<file path="src/common/nand_cpu_consts.svh">
`ifndef NAND_CPU_CONSTS_SVH
`define NAND_CPU_CONSTS_SVH

// ************************************************************************
// core sizes.
// ************************************************************************

// program counter width.
`define PC_SIZE 16

// default number of entries in the instruction queue.
`define QUEUE_DEPTH 4

// data memory words, addressed by the low bits of rt.
`define DMEM_WORDS 32

// general purpose registers, r0 is the fixed first operand.
`define REG_COUNT 16

`endif

</file>
<file path="src/common/nand_cpu_pkg.sv">
package nand_cpu_pkg;

    typedef logic [15:0] word_t;
    typedef logic [3:0]  reg_addr_t;

    // values 9 to 15 are not listed and run as no-ops.
    typedef enum logic [3:0] {
        OP_NAND = 4'd0,
        OP_ADD  = 4'd1,
        OP_TEQ  = 4'd2,
        OP_LI   = 4'd3,
        OP_LD   = 4'd4,
        OP_ST   = 4'd5,
        OP_BR   = 4'd6,
        OP_JMP  = 4'd7,
        OP_HALT = 4'd8
    } opcode_e;

    // register form.
    typedef struct packed {
        opcode_e   opcode;
        reg_addr_t rw_addr;
        reg_addr_t rt_addr;
        logic [3:0] spare;
    } r_form_t;

    // immediate form, only LI reads the immediate.
    typedef struct packed {
        opcode_e   opcode;
        reg_addr_t rw_addr;
        logic [7:0] imm;
    } i_form_t;

    typedef union packed {
        r_form_t r;
        i_form_t i;
    } instr_u;

endpackage

</file>
<file path="src/common/nand_cpu_ifc.sv">
`timescale 1ns/100ps

`include "nand_cpu_consts.svh"

// stamped instruction, valid/ready handshake.
interface pr_pass_ifc
    import nand_cpu_pkg::*;
();
    logic                   valid;
    logic                   ready;
    logic [`PC_SIZE - 1:0]  pc;
    instr_u                 instr;

    modport out (output valid, output pc, output instr, input ready);
    modport in (input valid, input pc, input instr, output ready);
endinterface

// decode to action stage, no back-pressure.
interface act_pass_ifc
    import nand_cpu_pkg::*;
();
    logic                   valid;
    opcode_e                opcode;
    word_t                  op0;
    word_t                  op1;
    logic                   reg_write;
    reg_addr_t              reg_addr;
    logic                   ps_write;
    logic [`PC_SIZE - 1:0]  pc;
    logic                   link;

    modport out (output valid, output opcode, output op0, output op1, output reg_write,
                 output reg_addr, output ps_write, output pc, output link);
    modport in (input valid, input opcode, input op0, input op1, input reg_write,
                input reg_addr, input ps_write, input pc, input link);
endinterface

// result bundle used for forwarding and writeback.
interface forward_data_ifc
    import nand_cpu_pkg::*;
();
    logic       use_rw;
    reg_addr_t  rw_addr;
    word_t      rw_data;
    logic       write_ps;
    logic       ps_data;

    modport out (output use_rw, output rw_addr, output rw_data, output write_ps, output ps_data);
    modport in (input use_rw, input rw_addr, input rw_data, input write_ps, input ps_data);
endinterface

</file>
<file path="src/execute/action_stage.sv">
`timescale 1ns/100ps

`include "nand_cpu_consts.svh"

module action_stage
    import nand_cpu_pkg::*;
(
    input  logic            i_clk,
    input  logic            i_reset,
    act_pass_ifc.in         i_act_pass,
    forward_data_ifc.out    o_a_forward,
    forward_data_ifc.out    o_w_forward
);

localparam int DMEM_AW = $clog2(`DMEM_WORDS);

word_t dmem [`DMEM_WORDS];
logic [DMEM_AW - 1:0] mem_addr;
word_t mem_rdata;
logic store;
word_t alu_result;
word_t link_value;
word_t rw_data;
logic use_rw;
logic write_ps;
logic ps_data;

// ************************************************************************
// ALU.
// ************************************************************************
always_comb begin
    case (i_act_pass.opcode)
        OP_NAND: alu_result = ~(i_act_pass.op0 & i_act_pass.op1);
        OP_ADD:  alu_result = i_act_pass.op0 + i_act_pass.op1;
        default: alu_result = i_act_pass.op1;
    endcase
end

assign ps_data = (i_act_pass.op0 == i_act_pass.op1);

// data memory, rt gives the address and r0 the store data.
assign mem_addr  = i_act_pass.op1[DMEM_AW - 1:0];
assign mem_rdata = dmem[mem_addr];
assign store     = i_act_pass.valid & (i_act_pass.opcode == OP_ST);

always_ff @(posedge i_clk) begin
    if (i_reset) begin
        for (int i = 0; i < `DMEM_WORDS; i++) begin
            dmem[i] <= '0;
        end
    end else if (store) begin
        dmem[mem_addr] <= i_act_pass.op0;
    end
end

// ************************************************************************
// result select and forwarding.
// ************************************************************************
assign link_value = word_t'(i_act_pass.pc + 1'b1);
assign rw_data    = i_act_pass.link ? link_value :
                    (i_act_pass.opcode == OP_LD) ? mem_rdata : alu_result;
assign use_rw     = i_act_pass.valid & i_act_pass.reg_write;
assign write_ps   = i_act_pass.valid & i_act_pass.ps_write;

assign o_a_forward.use_rw   = use_rw;
assign o_a_forward.rw_addr  = i_act_pass.reg_addr;
assign o_a_forward.rw_data  = rw_data;
assign o_a_forward.write_ps = write_ps;
assign o_a_forward.ps_data  = ps_data;

// writeback register.
always_ff @(posedge i_clk) begin
    if (i_reset) begin
        o_w_forward.use_rw   <= 1'b0;
        o_w_forward.write_ps <= 1'b0;
    end else begin
        o_w_forward.use_rw   <= use_rw;
        o_w_forward.write_ps <= write_ps;
    end
end

always_ff @(posedge i_clk) begin
    o_w_forward.rw_addr <= i_act_pass.reg_addr;
    o_w_forward.rw_data <= rw_data;
    o_w_forward.ps_data <= ps_data;
end

endmodule

</file>
<file path="src/execute/decode_stage.sv">
`timescale 1ns/100ps

`include "nand_cpu_consts.svh"

module decode_stage
    import nand_cpu_pkg::*;
(
    input  logic                    i_clk,
    input  logic                    i_reset,
    pr_pass_ifc.in                  i_pr_pass,
    forward_data_ifc.in             i_a_forward,
    forward_data_ifc.in             i_w_forward,
    output reg_addr_t               o_ra_addr,
    output reg_addr_t               o_rt_addr,
    input  word_t                   i_ra_data,
    input  word_t                   i_rt_data,
    input  logic                    i_ps,
    act_pass_ifc.out                o_act_pass,
    output logic                    o_branch_valid,
    output logic                    o_branch_taken,
    output logic [`PC_SIZE - 1:0]   o_branch_target,
    output logic                    o_halted
);

localparam int PC_W = `PC_SIZE;
localparam reg_addr_t RA_ADDR = '0;

opcode_e opcode;
logic fire;
word_t ra_data;
word_t rt_data;
logic ps_data;
logic use_rw;
logic is_ctrl;
logic taken;
logic [PC_W - 1:0] target;

assign opcode = i_pr_pass.instr.r.opcode;
assign fire   = i_pr_pass.valid & i_pr_pass.ready;

// halt is sticky, nothing leaves the queue after it.
assign i_pr_pass.ready = ~o_halted;

assign o_ra_addr = RA_ADDR;
assign o_rt_addr = i_pr_pass.instr.r.rt_addr;

// ************************************************************************
// operand forwarding, a-stage first, then w-stage, then register file.
// ************************************************************************
always_comb begin
    if (i_a_forward.use_rw && (i_a_forward.rw_addr == RA_ADDR)) begin
        ra_data = i_a_forward.rw_data;
    end else if (i_w_forward.use_rw && (i_w_forward.rw_addr == RA_ADDR)) begin
        ra_data = i_w_forward.rw_data;
    end else begin
        ra_data = i_ra_data;
    end

    if (i_a_forward.use_rw && (i_a_forward.rw_addr == o_rt_addr)) begin
        rt_data = i_a_forward.rw_data;
    end else if (i_w_forward.use_rw && (i_w_forward.rw_addr == o_rt_addr)) begin
        rt_data = i_w_forward.rw_data;
    end else begin
        rt_data = i_rt_data;
    end

    if (i_a_forward.write_ps) begin
        ps_data = i_a_forward.ps_data;
    end else if (i_w_forward.write_ps) begin
        ps_data = i_w_forward.ps_data;
    end else begin
        ps_data = i_ps;
    end
end

assign use_rw = (opcode == OP_NAND) || (opcode == OP_ADD) || (opcode == OP_LI) ||
                (opcode == OP_LD) || (opcode == OP_JMP);
assign is_ctrl = (opcode == OP_BR) || (opcode == OP_JMP);

// branch resolution.
assign taken  = (opcode == OP_JMP) || ((opcode == OP_BR) && ps_data);
assign target = (opcode == OP_JMP) ? PC_W'(rt_data) :
                taken ? i_pr_pass.pc + PC_W'(rt_data) : i_pr_pass.pc + 1'b1;

always_ff @(posedge i_clk) begin
    if (i_reset) begin
        o_act_pass.valid     <= 1'b0;
        o_act_pass.reg_write <= 1'b0;
        o_act_pass.ps_write  <= 1'b0;
        o_branch_valid       <= 1'b0;
        o_halted             <= 1'b0;
    end else begin
        o_act_pass.valid     <= fire;
        o_act_pass.reg_write <= fire & use_rw;
        o_act_pass.ps_write  <= fire & (opcode == OP_TEQ);
        o_branch_valid       <= fire & is_ctrl;
        o_halted             <= o_halted | (fire & (opcode == OP_HALT));
    end
end

always_ff @(posedge i_clk) begin
    o_act_pass.opcode   <= opcode;
    o_act_pass.op0      <= ra_data;
    o_act_pass.op1      <= (opcode == OP_LI) ? {8'h00, i_pr_pass.instr.i.imm} : rt_data;
    o_act_pass.reg_addr <= i_pr_pass.instr.r.rw_addr;
    o_act_pass.pc       <= i_pr_pass.pc;
    o_act_pass.link     <= (opcode == OP_JMP);
    o_branch_taken      <= taken;
    o_branch_target     <= target;
end

endmodule

</file>
<file path="src/execute/reg_file.sv">
`timescale 1ns/100ps

`include "nand_cpu_consts.svh"

module reg_file
    import nand_cpu_pkg::*;
(
    input  logic        i_clk,
    input  logic        i_reset,
    input  reg_addr_t   i_ra_addr,
    input  reg_addr_t   i_rt_addr,
    output word_t       o_ra_data,
    output word_t       o_rt_data,
    output logic        o_ps,
    forward_data_ifc.in i_w_forward
);

word_t regs [`REG_COUNT];
logic ps;

assign o_ra_data = regs[i_ra_addr];
assign o_rt_data = regs[i_rt_addr];
assign o_ps      = ps;

// writes come from the writeback bundle.
always_ff @(posedge i_clk) begin
    if (i_reset) begin
        for (int i = 0; i < `REG_COUNT; i++) begin
            regs[i] <= '0;
        end
        ps <= 1'b0;
    end else begin
        if (i_w_forward.use_rw) begin
            regs[i_w_forward.rw_addr] <= i_w_forward.rw_data;
        end
        if (i_w_forward.write_ps) begin
            ps <= i_w_forward.ps_data;
        end
    end
end

endmodule

</file>
<file path="src/fetch/fetch_unit.sv">
`timescale 1ns/100ps

`include "nand_cpu_consts.svh"

module fetch_unit
    import nand_cpu_pkg::*;
(
    input  logic                    i_clk,
    input  logic                    i_reset,
    input  logic                    i_instr_valid,
    input  instr_u                  i_instr,
    output logic                    o_instr_ready,
    pr_pass_ifc.out                 o_pr_pass,
    input  logic                    i_branch_valid,
    input  logic [`PC_SIZE - 1:0]   i_branch_target
);

logic [`PC_SIZE - 1:0] pc;
logic running;
logic hold;
logic is_ctrl;
logic accept;

// predecode, a branch or jump stops the stream until decode resolves it.
assign is_ctrl = (i_instr.r.opcode == OP_BR) || (i_instr.r.opcode == OP_JMP);

assign o_pr_pass.valid = i_instr_valid & running & ~hold;
assign o_pr_pass.pc    = pc;
assign o_pr_pass.instr = i_instr;
assign o_instr_ready   = o_pr_pass.ready & running & ~hold;
assign accept          = o_pr_pass.valid & o_pr_pass.ready;

always_ff @(posedge i_clk) begin
    if (i_reset) begin
        pc      <= '0;
        running <= 1'b0;
        hold    <= 1'b0;
    end else begin
        running <= 1'b1;
        if (i_branch_valid) begin
            pc   <= i_branch_target;
            hold <= 1'b0;
        end else if (accept) begin
            pc   <= pc + 1'b1;
            hold <= is_ctrl;
        end
    end
end

endmodule

</file>
<file path="src/fetch/instr_queue.sv">
`timescale 1ns/100ps

`include "nand_cpu_consts.svh"

module instr_queue
    import nand_cpu_pkg::*;
#(
    parameter int DEPTH = `QUEUE_DEPTH
)(
    input  logic    i_clk,
    input  logic    i_reset,
    pr_pass_ifc.in  i_pr_pass,
    pr_pass_ifc.out o_pr_pass
);

localparam int PTR_W = (DEPTH > 1) ? $clog2(DEPTH) : 1;
localparam int CNT_W = $clog2(DEPTH + 1);

logic [`PC_SIZE - 1:0] pc_mem [DEPTH];
instr_u instr_mem [DEPTH];

logic [PTR_W - 1:0] wr_ptr;
logic [PTR_W - 1:0] rd_ptr;
logic [CNT_W - 1:0] count;
logic wr_en;
logic rd_en;

assign i_pr_pass.ready = (count != CNT_W'(DEPTH));
assign o_pr_pass.valid = (count != '0);
assign o_pr_pass.pc    = pc_mem[rd_ptr];
assign o_pr_pass.instr = instr_mem[rd_ptr];

assign wr_en = i_pr_pass.valid & i_pr_pass.ready;
assign rd_en = o_pr_pass.valid & o_pr_pass.ready;

always_ff @(posedge i_clk) begin
    if (wr_en) begin
        pc_mem[wr_ptr]    <= i_pr_pass.pc;
        instr_mem[wr_ptr] <= i_pr_pass.instr;
    end
end

// pointers wrap at DEPTH so any depth works, not only powers of two.
always_ff @(posedge i_clk) begin
    if (i_reset) begin
        wr_ptr <= '0;
        rd_ptr <= '0;
        count  <= '0;
    end else begin
        if (wr_en) begin
            wr_ptr <= (wr_ptr == PTR_W'(DEPTH - 1)) ? '0 : wr_ptr + 1'b1;
        end
        if (rd_en) begin
            rd_ptr <= (rd_ptr == PTR_W'(DEPTH - 1)) ? '0 : rd_ptr + 1'b1;
        end
        if (wr_en && !rd_en) begin
            count <= count + 1'b1;
        end else if (rd_en && !wr_en) begin
            count <= count - 1'b1;
        end
    end
end

endmodule

</file>
<file path="src/rtl/nand_cpu_core.sv">
`timescale 1ns/100ps

`include "nand_cpu_consts.svh"

module nand_cpu_core
    import nand_cpu_pkg::*;
(
    input  logic                    i_clk,
    input  logic                    i_reset,
    input  logic                    i_instr_valid,
    input  instr_u                  i_instr,
    output logic                    o_instr_ready,
    output logic                    o_wb_valid,
    output reg_addr_t               o_wb_addr,
    output word_t                   o_wb_data,
    output logic                    o_branch_valid,
    output logic                    o_branch_taken,
    output logic [`PC_SIZE - 1:0]   o_branch_target,
    output logic                    o_halted
);

pr_pass_ifc fetch_pass ();
pr_pass_ifc queue_pass ();
act_pass_ifc act_pass ();
forward_data_ifc a_forward ();
forward_data_ifc w_forward ();

reg_addr_t ra_addr;
reg_addr_t rt_addr;
word_t ra_data;
word_t rt_data;
logic ps;

// ************************************************************************
// producer, buffer and consumer.
// ************************************************************************
fetch_unit u_fetch (
    .i_clk           (i_clk),
    .i_reset         (i_reset),
    .i_instr_valid   (i_instr_valid),
    .i_instr         (i_instr),
    .o_instr_ready   (o_instr_ready),
    .o_pr_pass       (fetch_pass),
    .i_branch_valid  (o_branch_valid),
    .i_branch_target (o_branch_target)
);

instr_queue #(.DEPTH(`QUEUE_DEPTH)) u_queue (
    .i_clk     (i_clk),
    .i_reset   (i_reset),
    .i_pr_pass (fetch_pass),
    .o_pr_pass (queue_pass)
);

decode_stage u_decode (
    .i_clk           (i_clk),
    .i_reset         (i_reset),
    .i_pr_pass       (queue_pass),
    .i_a_forward     (a_forward),
    .i_w_forward     (w_forward),
    .o_ra_addr       (ra_addr),
    .o_rt_addr       (rt_addr),
    .i_ra_data       (ra_data),
    .i_rt_data       (rt_data),
    .i_ps            (ps),
    .o_act_pass      (act_pass),
    .o_branch_valid  (o_branch_valid),
    .o_branch_taken  (o_branch_taken),
    .o_branch_target (o_branch_target),
    .o_halted        (o_halted)
);

reg_file u_reg_file (
    .i_clk       (i_clk),
    .i_reset     (i_reset),
    .i_ra_addr   (ra_addr),
    .i_rt_addr   (rt_addr),
    .o_ra_data   (ra_data),
    .o_rt_data   (rt_data),
    .o_ps        (ps),
    .i_w_forward (w_forward)
);

action_stage u_action (
    .i_clk       (i_clk),
    .i_reset     (i_reset),
    .i_act_pass  (act_pass),
    .o_a_forward (a_forward),
    .o_w_forward (w_forward)
);

// writes are reported as they enter the register file.
assign o_wb_valid = w_forward.use_rw;
assign o_wb_addr  = w_forward.rw_addr;
assign o_wb_data  = w_forward.rw_data;

endmodule

</file>
<file path="config.mk">
export PLATFORM = sky130hd
export DESIGN_NAME = nand_cpu_core
export DESIGN_NICKNAME = d
export VERILOG_FILES = /design/src/common/nand_cpu_pkg.sv /design/src/common/nand_cpu_ifc.sv /design/src/execute/action_stage.sv /design/src/execute/decode_stage.sv /design/src/execute/reg_file.sv /design/src/fetch/fetch_unit.sv /design/src/fetch/instr_queue.sv /design/src/rtl/nand_cpu_core.sv
export VERILOG_INCLUDE_DIRS = /design/src /design/src/common
export SDC_FILE = /design/constraint.sdc
export NUM_CORES = 2
export LEC_CHECK = 0
export BUFFER_PORTS_ARGS = -buffer_cell sky130_fd_sc_hd__buf_2
export CELL_PAD_IN_SITES_DETAIL_PLACEMENT = 1
export CELL_PAD_IN_SITES_GLOBAL_PLACEMENT = 1
export CORE_MARGIN = 4
export CORE_UTILIZATION = 50
export DETAILED_ROUTE_END_ITERATION = 16
export PLACE_DENSITY = 0.74
export SLEW_MARGIN = 20
export SYNTH_ARGS = -nofsm -noshare
export SYNTH_HDL_FRONTEND = slang
export SYNTH_HIERARCHICAL = 1
export SYNTH_SLANG_ARGS = --single-unit
</file>
<file path="constraint.sdc">
create_clock -name i_clk -period 5.75 [get_ports i_clk]
set_clock_uncertainty 0.2 [all_clocks]
set_input_delay 0.575 -clock i_clk [delete_from_list [all_inputs] [get_ports i_clk]]
set_output_delay 0.575 -clock i_clk [all_outputs]
set_load 0.01 [all_outputs]
</file>
== After elaboration in Yosys (flattened, before gate mapping) ==
Memory sizes are Yosys's and may differ from the RTL's. A register that Yosys moved wholly into a read port is not among the register bits.
Index checks and enable logic that the tools add are counted.
Storage, ports and cells
  memories kept: 4
  register bits: 128
  input bits: 19
  output and inout bits: 41
  RAM bits: 896
  logic and storage cells: 140
Memory list
  u_action.dmem: depth 32, width 16, read ports 1, clocked after memory_dff 1, wr ports 32, line action_stage.sv:17  | word_t dmem [`DMEM_WORDS];
  u_reg_file.regs: depth 16, width 16, read ports 2, clocked after memory_dff 0, wr ports 16, line reg_file.sv:18  | word_t regs [`REG_COUNT];
  u_queue.instr_mem: depth 4, width 16, read ports 1, clocked after memory_dff 1, wr ports 1, line instr_queue.sv:20  | instr_u instr_mem [DEPTH];
  u_queue.pc_mem: depth 4, width 16, read ports 1, clocked after memory_dff 1, wr ports 1, line instr_queue.sv:19  | logic [`PC_SIZE - 1:0] pc_mem [DEPTH];
Cells by class
  reduce and logical (&&, ||, !) cells: 26
  add/subtract/negate cells: 9
  equal/unequal tests: 18
  bitwise gates (word level): 18
  multiplexer cells: 39
Operators with widths (number)
  2-to-1 mux 16 bit: 12
  adder 16 x 1 -> 16 bit, second input constant: 3
  adder 16 bit: 2
  one-hot mux 16 bit (2 select lines): 1
  OR reduction 16 bit: 2
  equality test 4 x 3 -> 1 bit, second input constant: 7
  bitwise AND 16 bit: 1
  equality test 16 bit: 1
  logical NOT 4 bit: 4
  NOT 16 bit: 1
  2-to-1 mux 1 bit: 15
  bitwise AND 1 bit: 13
  2-to-1 mux 2 bit: 6
  equality test 4 x 1 -> 1 bit, second input constant: 2
  equality test 4 x 2 -> 1 bit, second input constant: 2
  equality test 4 bit: 2
  2-to-1 mux 8 bit: 1
  logical AND 1 bit: 7
  logical OR 1 bit: 7
  2-to-1 mux 3 bit: 2
  2-to-1 mux 5 bit: 1
  adder 2 x 1 -> 2 bit, second input constant: 2
  equality test 2 bit, second input constant: 2
  equality test 4 bit, second input constant: 1
  other kinds (10): 13

== Longest topological paths before layout ==
  depth in word-level cells: 9
  mapped depth: 21

== Hierarchy ==
Netlist, hierarchy kept.
By module, submodules not included
  action_stage: cells an instance 1825, area an instance 25774.7 sq um, times used 1, seq. area each 15835.2 sq um
  reg_file: cells an instance 862, area an instance 13399.1 sq um, times used 1, seq. area each 7707.4 sq um
  instr_queue: cells an instance 215, area an instance 5084.9 sq um, times used 1, seq. area each 4023.9 sq um
  decode_stage: cells an instance 396, area an instance 3580.9 sq um, times used 1, seq. area each 1581.5 sq um
  fetch_unit: cells an instance 138, area an instance 1212.4 sq um, times used 1, seq. area each 360.3 sq um

== Worst setup path after synthesis ==
Ideal clock, no wire load.
  kind: register -> register
  start: register with a tool-made name
  end: register u_decode.o_branch_target[15]
  arrival: 4629 ps
  buffers on the path: 5
  slack: 806 ps
  clock period less this slack: 4944 ps
  data required time: 5434 ps
  stages on the path, launching flop included: 22
  cells stage by stage: dfxtp_1 buf_2 buf_4 mux4_2 buf_4 buf_2 buf_2 mux4_2 a22oi_1 nand2_1 mux2i_1 nand2_1 o21ai_1 nor2_1 ha_1 a21oi_2 nand2_1 or4_4 nor3_2 a211oi_2 or4_1 and3_1
RTL lines
  end signal, assigned: line decode_stage.sv:109  | o_branch_target <= target;
  end, declared: line decode_stage.sv:21  | output logic [`PC_SIZE - 1:0] o_branch_target,

== Worst setup path in the final report ==
  start: register u_decode.o_act_pass.op1[0]
  end: register u_decode.o_branch_target[15]
RTL lines
  start, declared: line nand_cpu_ifc.sv:32  | modport out (output valid, output opcode, output op0, output op1, output reg_write,
  start signal, assigned: line decode_stage.sv:104  | o_act_pass.op1 <= (opcode == OP_LI) ? {8'h00, i_pr_pass.instr.i.imm} : rt_data;
  adder 16 bit: line action_stage.sv:34  | OP_ADD: alu_result = i_act_pass.op0 + i_act_pass.op1;
  one-hot mux 16 bit (2 select lines): line action_stage.sv:32  | case (i_act_pass.opcode)
  2-to-1 mux 16 bit: line action_stage.sv:61  | (i_act_pass.opcode == OP_LD) ? mem_rdata : alu_result;
  2-to-1 mux 16 bit: line action_stage.sv:60  | assign rw_data = i_act_pass.link ? link_value :
  named net a_forward.rw_data[12]: line nand_cpu_ifc.sv:44  | word_t rw_data;
  2-to-1 mux 16 bit: line decode_stage.sv:59  | if (i_a_forward.use_rw && (i_a_forward.rw_addr == o_rt_addr)) begin
  adder 16 bit: line decode_stage.sv:83  | taken ? i_pr_pass.pc + PC_W'(rt_data) : i_pr_pass.pc + 1'b1;
  2-to-1 mux 16 bit: line decode_stage.sv:83
  2-to-1 mux 16 bit: line decode_stage.sv:82  | assign target = (opcode == OP_JMP) ? PC_W'(rt_data) :
  named net u_decode.target[15]: line decode_stage.sv:36  | logic [PC_W - 1:0] target;
The timed path passes the listed nets, and every way through them passes these cells.
A chain may end at the register's enable or synchronous reset.

==> flow_summary.toml <==
[yosys]
synth_edf_count = 896
syn_inst = 3436
synth_top_area_share_pct = 54.9
ys_top_cells_by_count = "edfxtp_1 (896), and2_1 (747), mux4_2 (280), clkbuf_1 (169), dfxtp_1 (130)"
netlist_top_cells_area = "edfxtp_1 (55%), mux4_2 (13%), and2_1 (9.5%)"
dominantRegCellSynth = "edfxtp_1"
synth_cell_types = 97
yosysMostFrequentCell = "edfxtp_1"
async_flop_share_pct = 0
yosysWarnings = 6
ys_seq_area_share_pct = 60.2
yosysTopAreaCell = "edfxtp_1"
syn_area_per_cell_um2 = 14.3
ys_seq_elements = 1026
synth_area_um2 = 49100

[clock_tree]
cts_sinks = 1026
htreeDepth = 3
post-cts-setup-buffer-count = 0
path_clk_slew_ns = 0.07
insertion_delay_ns = 0.70
root_buffer = "clkbuf_16"
clockBufferDepth = 3
cts_tree = "built"
cts_made_buffers = 108

[global_routing]
antenna_found_initial = 7
track_usage_pct = 28.7
grt_pass1_vias = 32448
grt_pass1_wl_um = 218000
grt_max_degree = 69
grt_remaining_overflow = 0

[placed_design]
post_dp_cell_area_um2 = 50700
dp_hpwl_um = 96200
portBuffers = 59
place_congestion = 0.921
dp_slack_ns = 0.288

[finish]
post-route-util_pct = 56.0
final_area_um2 = 54400
syn2layout_area_growth_pct = 10.8
fin_nets = 3534
final_layout_size_suffix_gt1_share_pct = 20.9

[critical_path]
worst_setup_path_start_kind = "flop"
worstPathArrival_ns = 5.91
end_kind = "flop"
cp_max_fo = 12
path_class = "flop to flop"
cp.required_ns = 6.13

[timing]
tightest_slew_ns = 1.03
fin_crit_sh_pct = 96.2
max_freq_mhz = 181
hold-worst-slack_ns = 0.186
hold_violations = 0
fin_crit_ns = 5.53
setup_tns_ns = 0
layout_setup_ws_ns = 0.218
slew-limit-headroom_pct = 31.4
slew_violations = 0
rsz0062_at_grt = "false"
finalSetupViolations = 0

[floorplanning]
die_x_um = 321
die_y_um = 321
row_count = 114
dieArea_um2 = 103000
io_pins = 60
core_um2 = 97000
start_util_pct = 50.6

[route]
via_per_inst = 6.26
initialDrtViolationCount = 2969
drt-total-wl_um = 148000
wl_per_cell_um = 30.5
first_pass_iters = 5
drc = 0
via_count = 30345
drtAntennaViolNets = 0

[outcome]
status = "complete, no violations"

[worst_hold_path]
hold_class = "flop to flop"

[power_and_ir_drop]
ir_drop_v = 0.000479
power_leakage_uw = 0.0196
powerDensity_nw_per_um2 = 438

[run]
maxCapViolations = 0
[registers in the layout, summed over array words and instances, names as in the netlist, 2 cells and up, named ones only]
name                          cells
u_action/dmem                   512
u_decode/o_act_pass.op1          16
u_queue/pc_mem                   64
u_queue/count                     3
u_fetch/o_pr_pass.pc             16
u_decode/o_act_pass.pc           16
u_decode/o_act_pass.reg_addr      4
u_decode/o_act_pass.op0          16
u_action/o_w_forward.rw_addr      4
u_queue/wr_ptr                    2
u_queue/instr_mem                64
u_action/o_w_forward.rw_data     16
u_queue/rd_ptr                    2
u_reg_file/regs                 256
u_decode/o_branch_target         16
u_decode/o_act_pass.opcode        4
[report_power, final]
group	leakage (µW)	total (µW)	internal [µW]	switching (µW)
logic	0.00773	7550	2830	4720
clock network	0.00170	6920	3970	2950
registers	0.0102	9350	8700	655
[critical path, stage by stage, from the launching register on]
cell	delay (ns)
dfxtp_4	0.51
ha_1	0.30
inv_1	0.08
fa_1	0.40
and2b_1	0.27
o31ai_1	0.11
a211o_1	0.29
a2111oi_0	0.41
nor3_1	0.10
nor3_1	0.51
o21ai_1	0.22
nor2_1	0.15
ha_1	0.32
nand3_1	0.16
nand2_1	0.09
or4_4	0.49
nor3_2	0.14
a211oi_2	0.08
or4_1	0.48
and3_1	0.15
[area by class of cell]
class | instances | area, µm²
clock buffers | 128 | 2810
well taps | 1276 | 1600
flip-flops and latches | 1026 | 29500
fillers | 9224 | 42600
clock inverters | 73 | 653
diodes | 4 | 10.0
repair buffers | 209 | 1570
multi-input cells | 2097 | 18100
inverters | 31 | 116
[final timing paths]
path	startpoint	to	slack, ns	cells after the start
worst min-delay path	u_decode/o_act_pass.reg_addr[1]$_DFF_P_	u_action/o_w_forward.rw_addr[1]$_DFF_P_	0.19	0
worst max register to register	u_decode/o_act_pass.op1[0]$_DFF_P_	u_decode/o_branch_target[15]$_DFF_P_	0.22	19
worst max-delay path	u_decode/o_act_pass.op1[0]$_DFF_P_	u_decode/o_branch_target[15]$_DFF_P_	0.22	19
worst min register to register	u_decode/o_act_pass.reg_addr[1]$_DFF_P_	u_action/o_w_forward.rw_addr[1]$_DFF_P_	0.19	0
[per-layer routing]
layer / vias to the layer above / share of wire (%) / track usage [%]
li1: 12933 / - / -
met1: 16011 / 40 / 37.2
met2: 1109 / 50 / 48.7
met3: 288 / 6.0 / 4.32
met4: 4 / 4.6 / 11.9
met5: - / 0.018 / 0
[timing repair]
action,CTS,global route
hold buffers,16,0
hold endpoints to repair,64,0
endpoints found under the setup margin,0,2
resized for setup,0,2
[logic make-up (layout without fill, tap and decap cells)]
group | Yosys count | in the layout | synth area share [%]
AOI/OAI and AO/OA | 345 | 345 | 4.72
xor gates and xnor gates | 48 | 48 | 0.857
other | 1 | 8 | 0.00764
DFF | 1026 | 1026 | 60.2
muxes | 379 | 379 | 14.9
buffers and inverters | 316 | 441 | 3.04
and+or+nand+nor | 1279 | 1279 | 15.2
adders and majority gates | 42 | 42 | 1.12
[cells in the final DEF (no fill, tap or decap), drive strengths merged, types with 72 or more instances in the layout]
master	synthesis	routed
edfxtp	896	896
and2	749	749
mux4	280	280
buf	111	193
nor2	135	135
dfxtp	130	130
nand2	128	128
clkbuf	174	128
mux2i	83	83
o21ai	80	80
a22oi	72	72
[stage by stage]
step,cells,power (µW)
after floorplan,3439,13900
after global placement,4623,16700
after detailed placement,4623,16900
after CTS,4840,23900
after global routing,4840,24700
final,4844,23800
Note: power is estimated with default switching activity, not from simulation.
